[config.mk]
export PLATFORM = sky130hd
export DESIGN_NAME = spw_rx_top
export DESIGN_NICKNAME = d
export VERILOG_FILES = /design/src/hw/spw_char_pkg.sv /design/src/hw/spw_rx_pkg.sv /design/src/hw/spw_char_if.sv /design/src/hw/rx_ds_decoder.sv /design/src/hw/rx_char_assembler.sv /design/src/hw/rx_data_receive.sv /design/src/hw/spw_rx_top.sv
export VERILOG_INCLUDE_DIRS = /design/src /design/src/include
export SDC_FILE = /design/constraint.sdc
export NUM_CORES = 1
export LEC_CHECK = 0
export ABC_CLOCK_PERIOD_IN_PS = 5200
export BUFFER_PORTS_ARGS = -buffer_cell sky130_fd_sc_hd__clkbuf_2
export CAP_MARGIN = 20
export CELL_PAD_IN_SITES_DETAIL_PLACEMENT = 1
export CELL_PAD_IN_SITES_GLOBAL_PLACEMENT = 2
export CORE_ASPECT_RATIO = 1.5
export CORE_MARGIN = 1
export CORE_UTILIZATION = 44
export DETAILED_ROUTE_END_ITERATION = 10
export GPL_TIMING_DRIVEN = 0
export HOLD_SLACK_MARGIN = 0.02
export PLACE_DENSITY_LB_ADDON = 0.1
export REMOVE_ABC_BUFFERS = 1
export SKIP_CTS_REPAIR_TIMING = 1
export SYNTH_ARGS = -nofsm -noshare
export SYNTH_HDL_FRONTEND = slang
export SYNTH_SLANG_ARGS = --single-unit
[constraint.sdc]
create_clock -name posedge_clk -period 5.2 [get_ports posedge_clk]
set_input_delay 0.26 -clock posedge_clk [delete_from_list [all_inputs] [get_ports posedge_clk]]
set_output_delay 0.26 -clock posedge_clk [all_outputs]
set_load 0.05 [all_outputs]
[src/include/spw_rx_defs.svh]
// Character widths of the SpaceWire receive path
// Control codes as {flag, c1, c0} and the EOP/EEP data-flag words

`ifndef SPW_RX_DEFS_SVH
`define SPW_RX_DEFS_SVH

// Body bits of a data character
`define SPW_DATA_BITS 8
// Body bits of a control character
`define SPW_CTRL_BITS 2

// Control codes with the flag bit on top
`define SPW_CODE_FCT 3'd4
`define SPW_CODE_EOP 3'd5
`define SPW_CODE_EEP 3'd6
`define SPW_CODE_ESC 3'd7

// Words written to the receive buffer for packet ends
`define SPW_FLAG_EOP 9'd256
`define SPW_FLAG_EEP 9'd257

`endif

[src/hw/spw_char_pkg.sv]
// Vector types for SpaceWire characters
// Control code, received data word, time code and raw body

`include "spw_rx_defs.svh"

package spw_char_pkg;

	// --------------------------------------------------
	// Character level types
	// --------------------------------------------------

	// Flag bit plus the two control bits
	typedef logic [`SPW_CTRL_BITS:0] ctrl_code_t;

	// Bit 8 marks EOP or EEP, low bits carry the data byte
	typedef logic [`SPW_DATA_BITS:0] data_flag_t;

	// Time code value sent after an ESC
	typedef logic [`SPW_DATA_BITS-1:0] time_code_t;

	// Body as shifted in, a zero on top of the data byte
	typedef logic [`SPW_DATA_BITS:0] char_payload_t;

endpackage

[src/hw/spw_rx_pkg.sv]
// State encodings of the receive path
// Receiver FSM and character assembler FSM

package spw_rx_pkg;

	// Receiver alternates between a body and the next parity
	typedef enum logic [0:0] {
		RX_WAIT_CHAR   = 1'b0,
		RX_WAIT_PARITY = 1'b1
	} rx_state_t;

	// Assembler walks parity, flag, then the body bits
	typedef enum logic [1:0] {
		ASM_PARITY = 2'd0,
		ASM_FLAG   = 2'd1,
		ASM_BODY   = 2'd2
	} asm_state_t;

endpackage

[src/hw/spw_char_if.sv]
// Character bus from the assembler to the receiver
// Completion pulses, parity pairs, control codes and the body

`timescale 1ns/1ps

interface spw_char_if;

	// Body of a control or data character is complete
	logic ready_control_p_r;
	logic ready_data_p_r;

	// Parity and flag of the following character are in
	logic ready_control;
	logic ready_data;

	// Received parity bit, split by previous character type
	logic parity_rec_c;
	logic parity_rec_d;

	// Expected parity from the running count
	logic parity_rec_c_gen;
	logic parity_rec_d_gen;

	// Current and previous codes
	spw_char_pkg::ctrl_code_t    control_p_r;
	spw_char_pkg::ctrl_code_t    control_l_r;
	spw_char_pkg::char_payload_t dta_timec_p;

	modport assembler (
		output ready_control_p_r, ready_data_p_r, ready_control, ready_data,
		output parity_rec_c, parity_rec_d, parity_rec_c_gen, parity_rec_d_gen,
		output control_p_r, control_l_r, dta_timec_p
	);

	modport receiver (
		input ready_control_p_r, ready_data_p_r, ready_control, ready_data,
		input parity_rec_c, parity_rec_d, parity_rec_c_gen, parity_rec_d_gen,
		input control_p_r, control_l_r, dta_timec_p
	);

endinterface

[src/hw/rx_ds_decoder.sv]
// Data/strobe line decoder
// Two-flop synchronizers, change detect on data XOR strobe,
// bit value and one-cycle bit strobe out

`timescale 1ns/1ps

module rx_ds_decoder (
	input  logic posedge_clk,
	input  logic rx_resetn,
	input  logic d_in,
	input  logic s_in,
	output logic bit_value,
	output logic bit_strobe
);

	// Synchronizer chains, index 1 is the settled copy
	logic [1:0] d_sync;
	logic [1:0] s_sync;

	// Line state one stage after the synchronizer
	logic       data_q;
	logic       xor_q;
	logic       xor_prev;

	// --------------------------------------------------
	// Synchronize and track the DS state
	// --------------------------------------------------
	always_ff @(posedge posedge_clk or negedge rx_resetn)
	begin
		if (!rx_resetn)
		begin
			d_sync   <= 2'b00;
			s_sync   <= 2'b00;
			data_q   <= 1'b0;
			xor_q    <= 1'b0;
			xor_prev <= 1'b0;
		end
		else
		begin
			d_sync   <= {d_sync[0], d_in};
			s_sync   <= {s_sync[0], s_in};
			// Each new bit flips data XOR strobe
			data_q   <= d_sync[1];
			xor_q    <= d_sync[1] ^ s_sync[1];
			xor_prev <= xor_q;
		end
	end

	// --------------------------------------------------
	// Bit recovery
	// --------------------------------------------------
	always_ff @(posedge posedge_clk or negedge rx_resetn)
	begin
		if (!rx_resetn)
		begin
			bit_value  <= 1'b0;
			bit_strobe <= 1'b0;
		end
		else
		begin
			bit_strobe <= xor_q ^ xor_prev;
			// Hold the last value between strobes
			if (xor_q ^ xor_prev)
			begin
				bit_value <= data_q;
			end
		end
	end

endmodule

[src/hw/rx_char_assembler.sv]
// Character assembler
// Parity, flag and body bit FSM, running odd parity,
// current and previous control code tracking

`timescale 1ns/1ps

`include "spw_rx_defs.svh"

module rx_char_assembler (
	input  logic posedge_clk,
	input  logic rx_resetn,
	input  logic bit_value,
	input  logic bit_strobe,
	spw_char_if.assembler char_bus
);

	spw_rx_pkg::asm_state_t           state;
	// Body bits left after the current one
	logic [2:0]                       bit_cnt;
	// Flag of the character in progress
	logic                             flag_q;
	// Type of the last complete character
	logic                             prev_ctrl;
	// XOR of the body bits so far
	logic                             body_par;
	logic [`SPW_DATA_BITS-1:0]        body_q;
	logic [`SPW_DATA_BITS-1:0]        body_next;

	// LSB arrives first, so shift in from the top
	assign body_next = {bit_value, body_q[`SPW_DATA_BITS-1:1]};

	// --------------------------------------------------
	// Assembler FSM
	// --------------------------------------------------
	always_ff @(posedge posedge_clk or negedge rx_resetn)
	begin
		if (!rx_resetn)
		begin
			state                      <= spw_rx_pkg::ASM_PARITY;
			bit_cnt                    <= 3'd0;
			flag_q                     <= 1'b0;
			prev_ctrl                  <= 1'b0;
			body_par                   <= 1'b0;
			body_q                     <= '0;
			char_bus.ready_control_p_r <= 1'b0;
			char_bus.ready_data_p_r    <= 1'b0;
			char_bus.ready_control     <= 1'b0;
			char_bus.ready_data        <= 1'b0;
			char_bus.parity_rec_c      <= 1'b0;
			char_bus.parity_rec_d      <= 1'b0;
			char_bus.parity_rec_c_gen  <= 1'b0;
			char_bus.parity_rec_d_gen  <= 1'b0;
			char_bus.control_p_r       <= '0;
			char_bus.control_l_r       <= '0;
			char_bus.dta_timec_p       <= '0;
		end
		else
		begin
			// All ready signals are single-cycle
			char_bus.ready_control_p_r <= 1'b0;
			char_bus.ready_data_p_r    <= 1'b0;
			char_bus.ready_control     <= 1'b0;
			char_bus.ready_data        <= 1'b0;

			if (bit_strobe)
			begin
				case (state)
				spw_rx_pkg::ASM_PARITY:
				begin
					// Parity belongs to the previous character
					if (prev_ctrl)
						char_bus.parity_rec_c <= bit_value;
					else
						char_bus.parity_rec_d <= bit_value;
					state <= spw_rx_pkg::ASM_FLAG;
				end
				spw_rx_pkg::ASM_FLAG:
				begin
					flag_q   <= bit_value;
					body_par <= 1'b0;
					// Odd parity over previous body and this flag
					if (prev_ctrl)
					begin
						char_bus.parity_rec_c_gen <= ~(body_par ^ bit_value);
						char_bus.ready_control    <= 1'b1;
					end
					else
					begin
						char_bus.parity_rec_d_gen <= ~(body_par ^ bit_value);
						char_bus.ready_data       <= 1'b1;
					end
					if (bit_value)
						bit_cnt <= 3'(`SPW_CTRL_BITS - 1);
					else
						bit_cnt <= 3'(`SPW_DATA_BITS - 1);
					state <= spw_rx_pkg::ASM_BODY;
				end
				spw_rx_pkg::ASM_BODY:
				begin
					body_q   <= body_next;
					body_par <= body_par ^ bit_value;
					bit_cnt  <= bit_cnt - 3'd1;
					if (bit_cnt == 3'd0)
					begin
						// Character done, older code moves down
						prev_ctrl            <= flag_q;
						char_bus.control_l_r <= char_bus.control_p_r;
						if (flag_q)
						begin
							char_bus.control_p_r <=
								{1'b1, body_next[`SPW_DATA_BITS-1 -: `SPW_CTRL_BITS]};
							char_bus.ready_control_p_r <= 1'b1;
						end
						else
						begin
							// Data clears the code, flag stays 0
							char_bus.control_p_r    <= '0;
							char_bus.dta_timec_p    <= {1'b0, body_next};
							char_bus.ready_data_p_r <= 1'b1;
						end
						state <= spw_rx_pkg::ASM_PARITY;
					end
				end
				default:
				begin
					state <= spw_rx_pkg::ASM_PARITY;
				end
				endcase
			end
		end
	end

endmodule

[src/hw/rx_data_receive.sv]
// Character classifier of the receive path
// Data and EOP/EEP words, time codes, FCT pulses,
// sticky parity errors per character type

`timescale 1ns/1ps

`include "spw_rx_defs.svh"

module rx_data_receive (
	input  logic                       posedge_clk,
	input  logic                       rx_resetn,
	spw_char_if.receiver               char_bus,
	output spw_rx_pkg::rx_state_t      state_data_process,
	output logic                       last_is_control,
	output logic                       last_is_data,
	output logic                       last_is_timec,
	output logic                       rx_error_c,
	output logic                       rx_error_d,
	output logic                       rx_got_fct,
	output logic                       rx_buffer_write,
	output spw_char_pkg::data_flag_t   rx_data_flag,
	output spw_char_pkg::time_code_t   timecode
);

	spw_rx_pkg::rx_state_t next_state;
	// Previous character was an ESC
	logic                  after_esc;

	assign after_esc = (char_bus.control_l_r == `SPW_CODE_ESC);

	// --------------------------------------------------
	// Next state
	// --------------------------------------------------
	always_comb
	begin
		next_state = state_data_process;
		case (state_data_process)
		spw_rx_pkg::RX_WAIT_CHAR:
		begin
			if (char_bus.ready_control_p_r || char_bus.ready_data_p_r)
				next_state = spw_rx_pkg::RX_WAIT_PARITY;
		end
		spw_rx_pkg::RX_WAIT_PARITY:
		begin
			// Next parity closes the previous character
			if (char_bus.ready_control || char_bus.ready_data)
				next_state = spw_rx_pkg::RX_WAIT_CHAR;
		end
		default:
		begin
			next_state = spw_rx_pkg::RX_WAIT_CHAR;
		end
		endcase
	end

	// --------------------------------------------------
	// Outputs
	// --------------------------------------------------
	always_ff @(posedge posedge_clk or negedge rx_resetn)
	begin
		if (!rx_resetn)
		begin
			state_data_process <= spw_rx_pkg::RX_WAIT_CHAR;
			last_is_control    <= 1'b0;
			last_is_data       <= 1'b0;
			last_is_timec      <= 1'b0;
			rx_error_c         <= 1'b0;
			rx_error_d         <= 1'b0;
			rx_got_fct         <= 1'b0;
			rx_buffer_write    <= 1'b0;
			rx_data_flag       <= '0;
			timecode           <= '0;
		end
		else
		begin
			state_data_process <= next_state;
			// Pulses default low
			rx_got_fct         <= 1'b0;
			rx_buffer_write    <= 1'b0;

			case (state_data_process)
			spw_rx_pkg::RX_WAIT_CHAR:
			begin
				if (char_bus.ready_control_p_r)
				begin
					last_is_control <= 1'b1;
					last_is_data    <= 1'b0;
					last_is_timec   <= 1'b0;
					// ESC followed by FCT is a NULL
					if (char_bus.control_p_r == `SPW_CODE_FCT && !after_esc)
						rx_got_fct <= 1'b1;
					if (char_bus.control_p_r == `SPW_CODE_EOP)
					begin
						rx_data_flag    <= `SPW_FLAG_EOP;
						rx_buffer_write <= 1'b1;
					end
					else if (char_bus.control_p_r == `SPW_CODE_EEP)
					begin
						rx_data_flag    <= `SPW_FLAG_EEP;
						rx_buffer_write <= 1'b1;
					end
				end
				else if (char_bus.ready_data_p_r)
				begin
					last_is_control <= 1'b0;
					if (after_esc)
					begin
						// ESC plus data carries a time code
						timecode      <= char_bus.dta_timec_p[`SPW_DATA_BITS-1:0];
						last_is_data  <= 1'b0;
						last_is_timec <= 1'b1;
					end
					else
					begin
						rx_data_flag    <= char_bus.dta_timec_p;
						rx_buffer_write <= 1'b1;
						last_is_data    <= 1'b1;
						last_is_timec   <= 1'b0;
					end
				end
			end
			spw_rx_pkg::RX_WAIT_PARITY:
			begin
				// Errors latch until reset
				if (char_bus.ready_control)
				begin
					if (char_bus.parity_rec_c != char_bus.parity_rec_c_gen)
						rx_error_c <= 1'b1;
				end
				else if (char_bus.ready_data)
				begin
					if (char_bus.parity_rec_d != char_bus.parity_rec_d_gen)
						rx_error_d <= 1'b1;
				end
			end
			default:
			begin
				state_data_process <= spw_rx_pkg::RX_WAIT_CHAR;
			end
			endcase
		end
	end

endmodule

[src/hw/spw_rx_top.sv]
// Receive path top level
// DS decoder, character assembler and classifier

`timescale 1ns/1ps

module spw_rx_top (
	input  logic                     posedge_clk,
	input  logic                     rx_resetn,
	input  logic                     d_in,
	input  logic                     s_in,
	output logic                     last_is_control,
	output logic                     last_is_data,
	output logic                     last_is_timec,
	output logic                     rx_error_c,
	output logic                     rx_error_d,
	output logic                     rx_got_fct,
	output logic                     rx_buffer_write,
	output spw_char_pkg::data_flag_t rx_data_flag,
	output spw_char_pkg::time_code_t timecode
);

	// Decoded bit stream
	logic bit_value;
	logic bit_strobe;
	// Classifier state, internal only
	spw_rx_pkg::rx_state_t state_data_process;

	// Character bus between assembler and classifier
	spw_char_if char_bus ();

	rx_ds_decoder rx_ds_decoder_i (
		.posedge_clk (posedge_clk),
		.rx_resetn   (rx_resetn),
		.d_in        (d_in),
		.s_in        (s_in),
		.bit_value   (bit_value),
		.bit_strobe  (bit_strobe)
	);

	rx_char_assembler rx_char_assembler_i (
		.posedge_clk (posedge_clk),
		.rx_resetn   (rx_resetn),
		.bit_value   (bit_value),
		.bit_strobe  (bit_strobe),
		.char_bus    (char_bus.assembler)
	);

	rx_data_receive rx_data_receive_i (
		.posedge_clk        (posedge_clk),
		.rx_resetn          (rx_resetn),
		.char_bus           (char_bus.receiver),
		.state_data_process (state_data_process),
		.last_is_control    (last_is_control),
		.last_is_data       (last_is_data),
		.last_is_timec      (last_is_timec),
		.rx_error_c         (rx_error_c),
		.rx_error_d         (rx_error_d),
		.rx_got_fct         (rx_got_fct),
		.rx_buffer_write    (rx_buffer_write),
		.rx_data_flag       (rx_data_flag),
		.timecode           (timecode)
	);

endmodule

After elaboration in Yosys (flattened, before gate mapping) --
Index checks and enable logic that the tools add are counted.
Operators by class: add/sub/neg operators 1, eq/ne operators 11, multiplexer cells 44, bitwise logic cells 9, reduce and logical (&&, ||, !) cells 23
Operators with widths (count):
- 9-bit two-way mux | 5
- 1-bit two-way mux | 32
- 3-bit AND reduction | 6
- 4-bit AND reduction | 4
- 3-bit == test (second input constant) | 4
- 2-bit AND reduction | 5
- 3-bit two-way mux | 2
- 1-bit inverter | 6
- 2-bit one-hot mux with 3 select lines | 1
- 3-bit one-hot mux with 2 select lines | 1
- 1-bit one-hot mux with 2 select lines | 2
- 2-bit nonzero test | 2
- 3-bit logical NOT | 1
- 3-bit by 1-bit inequality test with 1-bit output (second input constant) | 1
- 3-bit by 1-bit subtractor with 3-bit output (second input constant) | 1
- 1-bit XOR | 3
- 2-bit by 1-bit == test with 1-bit output (second input constant) | 1
- 2-bit == test (second input constant) | 1
- 2-bit logical NOT | 1
- 1-bit logical OR | 2
- 2-bit two-way mux | 1
- 1-bit inequality test | 2
- 2-bit by 1-bit inequality test with 1-bit output (second input constant) | 1
- 2-bit inequality test (second input constant) | 1
- 2 further kinds | 2
Storage, ports and cells: register bits after elaboration 72, output and inout bits 24

Logic depth before layout (Yosys ltp) --
Gate-level depths: netlist of the first run.
depth in word-level cells 6, depth in mapped cells 7, gate-level depth less buffers 5

Hierarchy --
A second synthesis of the first run with hierarchy kept.
Unflattened totals: cells, all modules 212, area, all modules 2936.6 um2
By module, submodules not included:
- rx_char_assembler | times used 1, cells an instance 117, area an instance 1574.0 um2, sequential area each 900.9 um2
- rx_data_receive | times used 1, cells an instance 83, area an instance 1097.3 um2, sequential area each 625.6 um2
- rx_ds_decoder | times used 1, cells an instance 12, area an instance 265.3 um2, sequential area each 225.2 um2

Worst setup path after synthesis of the first run --
Ideal clock, no wire load.
path kind register to register, from register rx_char_assembler_i.state[0], to register rx_char_assembler_i.char_bus.dta_timec_p[0], setup time 0.125 ns, arrival time 1.508 ns, setup slack 3.567 ns, cell stages (with the launch flop) 7, cell sequence dfrtp_1 > inv_1 > ha_1 > buf_2 > nand4b_1 > nor2_4 > mux2_2
Between the ends: longest elaborated chain between the ends 2
RTL lines:
- start, declared | line rx_char_assembler.sv:17 | spw_rx_pkg::asm_state_t state;
- start signal, assigned | line rx_char_assembler.sv:39 | state <= spw_rx_pkg::ASM_PARITY;
- start signal, assigned | line rx_char_assembler.sv:75 | state <= spw_rx_pkg::ASM_FLAG;
- start signal, assigned | line rx_char_assembler.sv:96 | state <= spw_rx_pkg::ASM_BODY;
- 2-bit == test | line rx_char_assembler.sv:67 | case (state)
- 4-bit AND reduction (no line)
- end signal, assigned | line rx_char_assembler.sv:118 | char_bus.dta_timec_p <= {1'b0, body_next};
- end, declared | line spw_char_if.sv:32 | output control_p_r, control_l_r, dta_timec_p
No other way between the ends. A chain may end at the register's enable or synchronous reset.

Worst setup path in the final report of the first run --
from register rx_char_assembler_i.state[0], to register rx_char_assembler_i.char_bus.dta_timec_p[5]
Same word-level chain as after synthesis.

==> results by group, run 1 <==
Status
  – Status: finished clean

Synth
  – Top post-synthesis cells by area: dfrtp_1 (60%), mux2_2 (13%), mux2_4 (4.1%), ha_1 (3.0%), and2b_2 (1.8%)
  – Post-Synth XOR/XNOR Area: 0.01810
  – Largest family of logic cells by synthesized area: multiplexers
  – Mean post-synth cell area: 13.96 um^2
  – Simple-Gate Fraction of Synth Area: 0.09134
  – Cells after synthesis: 208
  – Mapped Area: 2904 um^2
  – Cell taking the most area after synthesis: dfrtp_1
  – Share of the synthesized area in the top cell type: 0.6032
  – FFs w/ async S/R, synth: 1.000
  – Netlist cell types: 37
  – Area fraction in compound gates after synthesis: 0.05773
  – Post-Synth Adder-Cell Area: 0.03016
  – #FFs+latches synth: 70
  – EDFF count, synth: 0
  – Mux share of post-synthesis cell area: 0.1693
  – Seq/Total Area, Yosys: 0.6032
  – Ys Warns: 0
  – Predominant post-synthesis flop cell: dfrtp_1

CTS
  – TritonCTS Buffers: 9
  – CTS Root Cell: clkbuf_8
  – Max Root-Sink Buffers: 2
  – CTS tree: yes
  – H-tree levels: 3
  – Clock sink total: 70
  – Clock slew at reported path FFs: 0.07 ns
  – Skew-Pair Late Insertion Delay: 0.35 ns

Global routing
  – First-pass GRT wire length: 8721 um
  – Largest net degree at the start of global routing: 49
  – GRT Total Usage: 0.1741
  – Vias in the first global route: 1753
  – Initial antenna violation count: 0
  – Overflow after GRT: 0

STA
  – Max Clock Skew: 0.01126 ns
  – Final Max Tran Viols: 0
  – Final Hold Fails: 0
  – Worst Max-Slew Pin Slew: 0.6210 ns
  – Hold Slack: 0.3540 ns
  – Final Cycle Share: 0.4463
  – Finish-stage setup viols: 0
  – Final min period: 2.321 ns
  – Max_slew headroom: 0.5860
  – Max Fclk: 430.9 MHz
  – Setup TNS Final: 0 ns
  – RSZ-0062 raised after global routing: no

Place
  – Port Buffers: 27
  – Inst Count DP: 303
  – Post-DP HPWL: 3602 um
  – RD Place Congestion: 0.6765

Power and ir drop
  – Power Dens Cells: 471.2 nW/um^2
  – Worst vdd ir: 0.2295 mV
  – Leak: 0.001679 uW

Cells and area
  – Layout cells sized above 1: 0.3831
  – # nets final: 254
  – Layout Cells excl Fill: 322
  – Multi-input logic area: 1065 um^2
  – Ant. Diodes: 0
  – Register area: 1752 um^2
  – Area growth syn-to-layout: 16.37%
  – Fillers: 642
  – Post-Route Utilization: 0.5397

Setup path
  – Buffers and inverters on the worst path: 1
  – Startpoint types: flip-flop
  – CP cell instances: inv_1, ha_1, nand4b_1, nor2_4, mux2_2
  – Worst path slowest cell: nand4b_1
  – Kind of critical path: reg -> reg
  – Crit Path Max Fanout: 11
  – Critical path's top delay family: simple AND/OR/NAND/NOR gates
  – WP data required: 5.43 ns
  – Setup crit end kind: flip-flop
  – Worst path arrival time: 2.55 ns
  – Slowest stage delay, CP: 0.48 ns

Detailed routing
  – Via density per instance: 5.140
  – Initial DRC count: 67
  – Wire length per cell after detailed routing: 15.79 um
  – # DRC: 0
  – Routed Antenna Nets: 0
  – Via count: 1655
  – Final wirelength: 5085 um
  – 1st-pass router iterations: 4

Die
  – Die width: 68.33 um
  – Die area: 6935 um^2
  – # IOs: 28
  – Die Height: 101.5 um
  – Core area: 6262 um^2
  – Initial Util: 0.4637
  – Row count: 35

Flow run
  – Max-Cap Viols: 0

Hold path
  – HP Class: reg -> reg
==> kinds of logic after synthesis <==
kind of cell	count (synthesis)
DFF	70
muxes	41
xor gates and xnor gates	6
buffers and inverters	17
adders and majority gates	7
AOI/OAI and AO/OA	25
and+or+nand+nor	42
==> flip-flops by register name, summed over array words and instances (netlist names), 3 cells and up <==
signal                                    flops
rx_char_assembler_i.bit_cnt                   3
rx_data_receive_i.rx_data_flag                9
rx_char_assembler_i.body_q                    7
rx_char_assembler_i.char_bus.dta_timec_p      8
rx_data_receive_i.timecode                    8
rx_char_assembler_i.char_bus.control_p_r      3
rx_char_assembler_i.char_bus.control_l_r      3
==> where the power goes <==
part	internal [uW]	total, uW	switching [uW]
combinational	150	324	174
sequential	647	746	99.2
clock	318	522	204
total	1110	1590	478
==> worst paths after layout <==
check                                              from                                     endpoint  slack, ns  cells past startpoint
setup / recovery           rx_char_assembler_i.state[0]  rx_char_assembler_i.char_bus.dta_timec_p[5]       2.88                      5
hold / removal                rx_ds_decoder_i.s_sync[0]                    rx_ds_decoder_i.s_sync[1]       0.35                      0
setup reg to reg           rx_char_assembler_i.state[0]  rx_char_assembler_i.char_bus.dta_timec_p[5]       2.88                      5
hold reg to reg               rx_ds_decoder_i.s_sync[0]                    rx_ds_decoder_i.s_sync[1]       0.35                      0
max in group asynchronous                     rx_resetn                rx_char_assembler_i.body_q[2]       4.28                      3
min in group asynchronous                     rx_resetn              rx_data_receive_i.last_is_timec       0.39                      2
==> Yosys cell counts, types with 2 or more instances <==
| cell type | count |
|---|---|
| dfrtp_1 | 70 |
| mux2_2 | 33 |
| nand2_1 | 13 |
| inv_1 | 10 |
| mux2_4 | 8 |
| o21ai_0 | 8 |
| ha_1 | 7 |
| and2b_2 | 6 |
| a21oi_1 | 5 |
| xor2_1 | 5 |
| buf_2 | 4 |
| nor2_1 | 4 |
| nor2b_1 | 4 |
| a32o_1 | 2 |
| and3_1 | 2 |
| buf_6 | 2 |
| nand2b_1 | 2 |
| nand3_1 | 2 |
| nand4b_1 | 2 |
| o22a_1 | 2 |
==> cells in the final DEF (no fill, tap or decap), types with 4 or more instances in the layout <==
cell type  instances
mux2_4             8
ha_1               7
clkbuf_2          26
clkbuf_8           9
a21oi_1            5
nor2_1             4
and2b_2            6
inv_1             10
o21ai_0            8
xor2_1             5
mux2_2            33
dfrtp_1           70
nand2_1           13
nor2b_1            4
==> worst reg2reg max path: cells and delay by family (launching register included) <==
| family | cells | cell delay [ns] |
|---|---|---|
| multiplexers | 1 | 0.39 |
| adder cells (fa/ha/maj) | 1 | 0.36 |
| buffers and inverters | 1 | 0.12 |
| flip-flops | 1 | 0.42 |
| AND/OR/NAND/NOR | 2 | 0.93 |
==> final cells by class <==
| class | instances | area share |
|---|---|---|
| timing repair buffer | 31 | 0.05776 |
| clock buffer | 10 | 0.03776 |
| clock inverter | 6 | 0.03258 |
| sequential | 70 | 0.5183 |
| multi-input combinational | 121 | 0.3151 |
| tap | 74 | 0.02740 |
| inverter | 10 | 0.01111 |
==> per-stage QoR <==
| stage | total power (uW) | setup slack [ns] | cell area (um^2) |
|---|---|---|---|
| after floorplan | 975.8 | 3.282 | 2854 |
| after global placement | 1045 | 2.946 | 3082 |
| after detailed placement | 1085 | 2.856 | 3112 |
| after CTS | 1616 | 2.851 | 3349 |
| after global routing | 1684 | 2.701 | 3379 |
| final | 1593 | 2.879 | 3379 |
==> per-layer routing <==
metal | up-vias | routed length [um] | GRT usage
li1 | 783 | - | -
met1 | 836 | 2258 | 0.2151
met2 | 30 | 2615 | 0.2753
met3 | 6 | 146 | 0.05405
met4 | 0 | 63 | 0.07692
met5 | - | 0 | 0
No activity file was read; power rests on OpenSTA's default activity.
==> run 2, diff against run 1 <==
--- a/config.mk
+++ b/config.mk
@@ -6,14 +6,15 @@
 export SDC_FILE = /design/constraint.sdc
 export NUM_CORES = 1
 export LEC_CHECK = 0
-export ABC_CLOCK_PERIOD_IN_PS = 5200
+export ABC_AREA = 1
+export ABC_CLOCK_PERIOD_IN_PS = 2300
 export BUFFER_PORTS_ARGS = -buffer_cell sky130_fd_sc_hd__clkbuf_2
 export CAP_MARGIN = 20
 export CELL_PAD_IN_SITES_DETAIL_PLACEMENT = 1
 export CELL_PAD_IN_SITES_GLOBAL_PLACEMENT = 2
 export CORE_ASPECT_RATIO = 1.5
 export CORE_MARGIN = 1
-export CORE_UTILIZATION = 44
+export CORE_UTILIZATION = 37
 export DETAILED_ROUTE_END_ITERATION = 10
 export GPL_TIMING_DRIVEN = 0
 export HOLD_SLACK_MARGIN = 0.02
==> constraint.sdc (replaced) <==
create_clock -name posedge_clk -period 2.3 [get_ports posedge_clk]
set_input_delay 0.115 -clock posedge_clk [delete_from_list [all_inputs] [get_ports posedge_clk]]
set_output_delay 0.115 -clock posedge_clk [all_outputs]
set_load 0.05 [all_outputs]
==> results by group, run 2 <==
Status
  – Status: finished clean

Detailed routing
  – 1st-pass router iterations: 4
  – DR WL met3: 103 um
  – Routed Antenna Nets: 0
  – # DRC: 0
  – Via density per instance: 4.667
  – Top layer in use: met4
  – Final wirelength: 5440 um
  – Wire length per cell after detailed routing: 13.01 um
  – Via count: 1951
  – Initial DRC count: 58
  – Post-Route M1 WL: 2281 um
  – Met2 wire len: 2880 um

Power and ir drop
  – Internal Power: 2381 uW
  – Leak: 0.001680 uW
  – Net Sw Frac: 0.3593
  – Worst vdd ir: 0.5451 mV
  – Clock power share: 0.268
  – Combinational share of power: 0.268
  – Net Switching: 1335 uW
  – Total power draw: 3717 uW
  – Power Dens Cells: 1134 nW/um^2
  – Sequential group share of total power: 0.464

Cells and area
  – Commonest non-fill, non-tap cell in the layout: nand2_1
  – Biggest register: rx_data_receive_i.rx_data_flag
  – Top flop regs: rx_data_receive_i.rx_data_flag (9), rx_char_assembler_i.char_bus.dta_timec_p (8), rx_data_receive_i.timecode (8)
  – # nets final: 324
  – Max reg flops: 9
  – Fillers: 868
  – Layout cells sized above 1: 0.1824
  – Area growth syn-to-layout: 17.71%
  – Final Cell Area: 3277 um^2
  – Ant. Diodes: 0
  – Most frequent cells in the layout: nand2_1 (74), dfrtp_1 (70), clkbuf_2 (26)

STA
  – RSZ-0062 raised after global routing: no
  – Final Cycle Share: 0.7253
  – Worst Max-Slew Pin Slew: 0.5378 ns
  – Setup TNS Final: 0 ns
  – Max Clock Skew: 0.007660 ns
  – Final Hold Fails: 0
  – Max Fclk: 599.5 MHz
  – Finish-stage setup viols: 0
  – Final min period: 1.668 ns
  – Final Max Tran Viols: 0
  – Max_slew headroom: 0.6415
  – Hold Slack: 0.2081 ns

Place
  – Port Buffers: 27
  – Placed cell area: 3047 um^2
  – Post-DP HPWL: 3865 um
  – RD Place Congestion: 0.7188

Global routing
  – Overflow after GRT: 0
  – Largest net degree at the start of global routing: 55
  – Vias in the first global route: 1993
  – First-pass GRT wire length: 9494 um
  – GRT Total Usage: 0.1633
  – Initial antenna violation count: 0

Die
  – Die width: 72.83 um
  – Die area: 7882 um^2
  – Die Height: 108.2 um
  – Core area: 7274 um^2
  – Initial Util: 0.3827
  – Row count: 38
  – # IOs: 28

Setup path
  – Most frequent CP cell: nand2_4
  – Worst path slowest cell: dfrtp_1
  – Setup crit end kind: flip-flop
  – Crit Path Max Fanout: 17
  – CP cell instances: inv_1, ha_1, nand2_4, clkinv_2, nand2_4, nor2_8, nand2_1, o21ai_1
  – Slowest stage delay, CP: 0.40 ns
  – Startpoint types: flip-flop
  – Critical path's top delay family: simple AND/OR/NAND/NOR gates
  – Worst path arrival time: 1.95 ns
  – WP data required: 2.58 ns
  – Buffers and inverters on the worst path: 2
  – Kind of critical path: reg -> reg

Synth
  – FFs w/ async S/R, synth: 1.000
  – Ys Warns: 0
  – Cell taking the most area after synthesis: dfrtp_1
  – Seq/Total Area, Yosys: 0.6292
  – Predominant post-synthesis flop cell: dfrtp_1
  – Share of the synthesized area in the top cell type: 0.6292
  – Netlist cell types: 28
  – EDFF count, synth: 0
  – Mean post-synth cell area: 10.16 um^2
  – Top post-synthesis cells by area: dfrtp_1 (63%), nand2_1 (10%), o21ai_0 (4.0%), ha_1 (3.1%), inv_1 (3.1%)
  – Cells after synthesis: 274
  – Top post-synthesis cells by count: nand2_1 (74), dfrtp_1 (70), inv_1 (23), o21ai_0 (22), nand3_1 (16)
  – Mapped Area: 2784 um^2
  – Most common cell in the netlist: nand2_1
  – #FFs+latches synth: 70

CTS
  – Clock slew at reported path FFs: 0.07 ns
  – CTS tree: yes
  – CTS Root Cell: clkbuf_8
  – H-tree levels: 3
  – Max Root-Sink Buffers: 2
  – TritonCTS Buffers: 9
  – Clock sink total: 70
  – Skew-Pair Late Insertion Delay: 0.35 ns

Hold path
  – HP Class: in -> async

Flow run
  – Max-Cap Viols: 0
## run 2: cell count changes in the layout (fill, tap and decap cells not counted), sizes merged, moves of 12 or more
cell   before  now
o21ai       8   39
nor2        5   17
inv        10   26
mux2       41    0
nand2      14   78
nand3       2   17
## run 2: worst reg2reg max path: cells and delay by family, from the launching register on
family	cells	cell delay (ns)
compound gates	1	0.08
buf+inv	2	0.27
flops	1	0.40
fa+ha+maj	1	0.29
simple gates	4	0.55
## run 2: layout make-up
class | instances | area, um^2 | share of cell area
Timing Repair Buffer | 31 | 195.2 | 0.05956
Clock buffer | 12 | 155.1 | 0.04735
Inverter | 27 | 102.6 | 0.03131
Multi-Input combinational cell | 174 | 902.1 | 0.2753
Clock inverter | 4 | 45.04 | 0.01375
Sequential cell | 70 | 1752 | 0.5346
Tap cell | 100 | 125.1 | 0.03818
## run 2: cells by family (layout without fill, tap and decap cells)
family | after synthesis | after routing | synth area share
xor gates and xnor gates | 5 | 5 | 0.01573
buffers and inverters | 30 | 74 | 0.04674
adders and majority gates | 7 | 7 | 0.03146
DFF | 70 | 70 | 0.6292
and+or+nand+nor | 114 | 114 | 0.1816
AOI/OAI and AO/OA | 48 | 48 | 0.09528
## run 2: power by group through the flow
stage | registers [uW] | clock network (uW) | logic (uW)
after global placement | 1740 | 0 | 975
after floorplan | 1900 | 0 | 561
after detailed placement | 1750 | 0 | 1010
final | 1720 | 998 | 995
after CTS | 1730 | 1040 | 1020
after global routing | 1770 | 1080 | 1150
## run 2: path summary, 6_finish.rpt
| kind | depth (start not counted) | endpoint | slack [ns] | from |
|---|---|---|---|---|
| max in group asynchronous | 3 | rx_data_receive_i.rx_error_c | 1.54 | rx_resetn |
| worst max-delay path | 8 | rx_char_assembler_i.char_bus.dta_timec_p[0] | 0.63 | rx_char_assembler_i.state[0] |
| worst min-delay path | 2 | rx_data_receive_i.timecode[3] | 0.21 | rx_resetn |
| worst max register to register | 8 | rx_char_assembler_i.char_bus.dta_timec_p[0] | 0.63 | rx_char_assembler_i.state[0] |
| min in group posedge_clk | 0 | rx_ds_decoder_i.s_sync[1] | 0.36 | rx_ds_decoder_i.s_sync[0] |
| worst min register to register | 0 | rx_ds_decoder_i.s_sync[1] | 0.36 | rx_ds_decoder_i.s_sync[0] |
## run 2: stage by stage
stage / utilization / worst slack (ns) / instances
3_3_place_gp: 0.4147 / 0.5161 / 398
3_5_place_dp: 0.4188 / 0.6153 / 399
2_1_floorplan: - / 0.8991 / 271
6_report: 0.4505 / 0.6319 / 418
5_1_grt: 0.4505 / 0.4679 / 418
4_1_cts: 0.4463 / 0.5927 / 415
## run 2: metal layers
| metal | vias up | track usage |
|---|---|---|
| met1 | 959 | 0.1846 |
| met3 | 11 | 0.02516 |
| met2 | 29 | 0.2804 |
| met4 | 0 | 0.1092 |
| met5 | - | 0 |
| li1 | 952 | - |
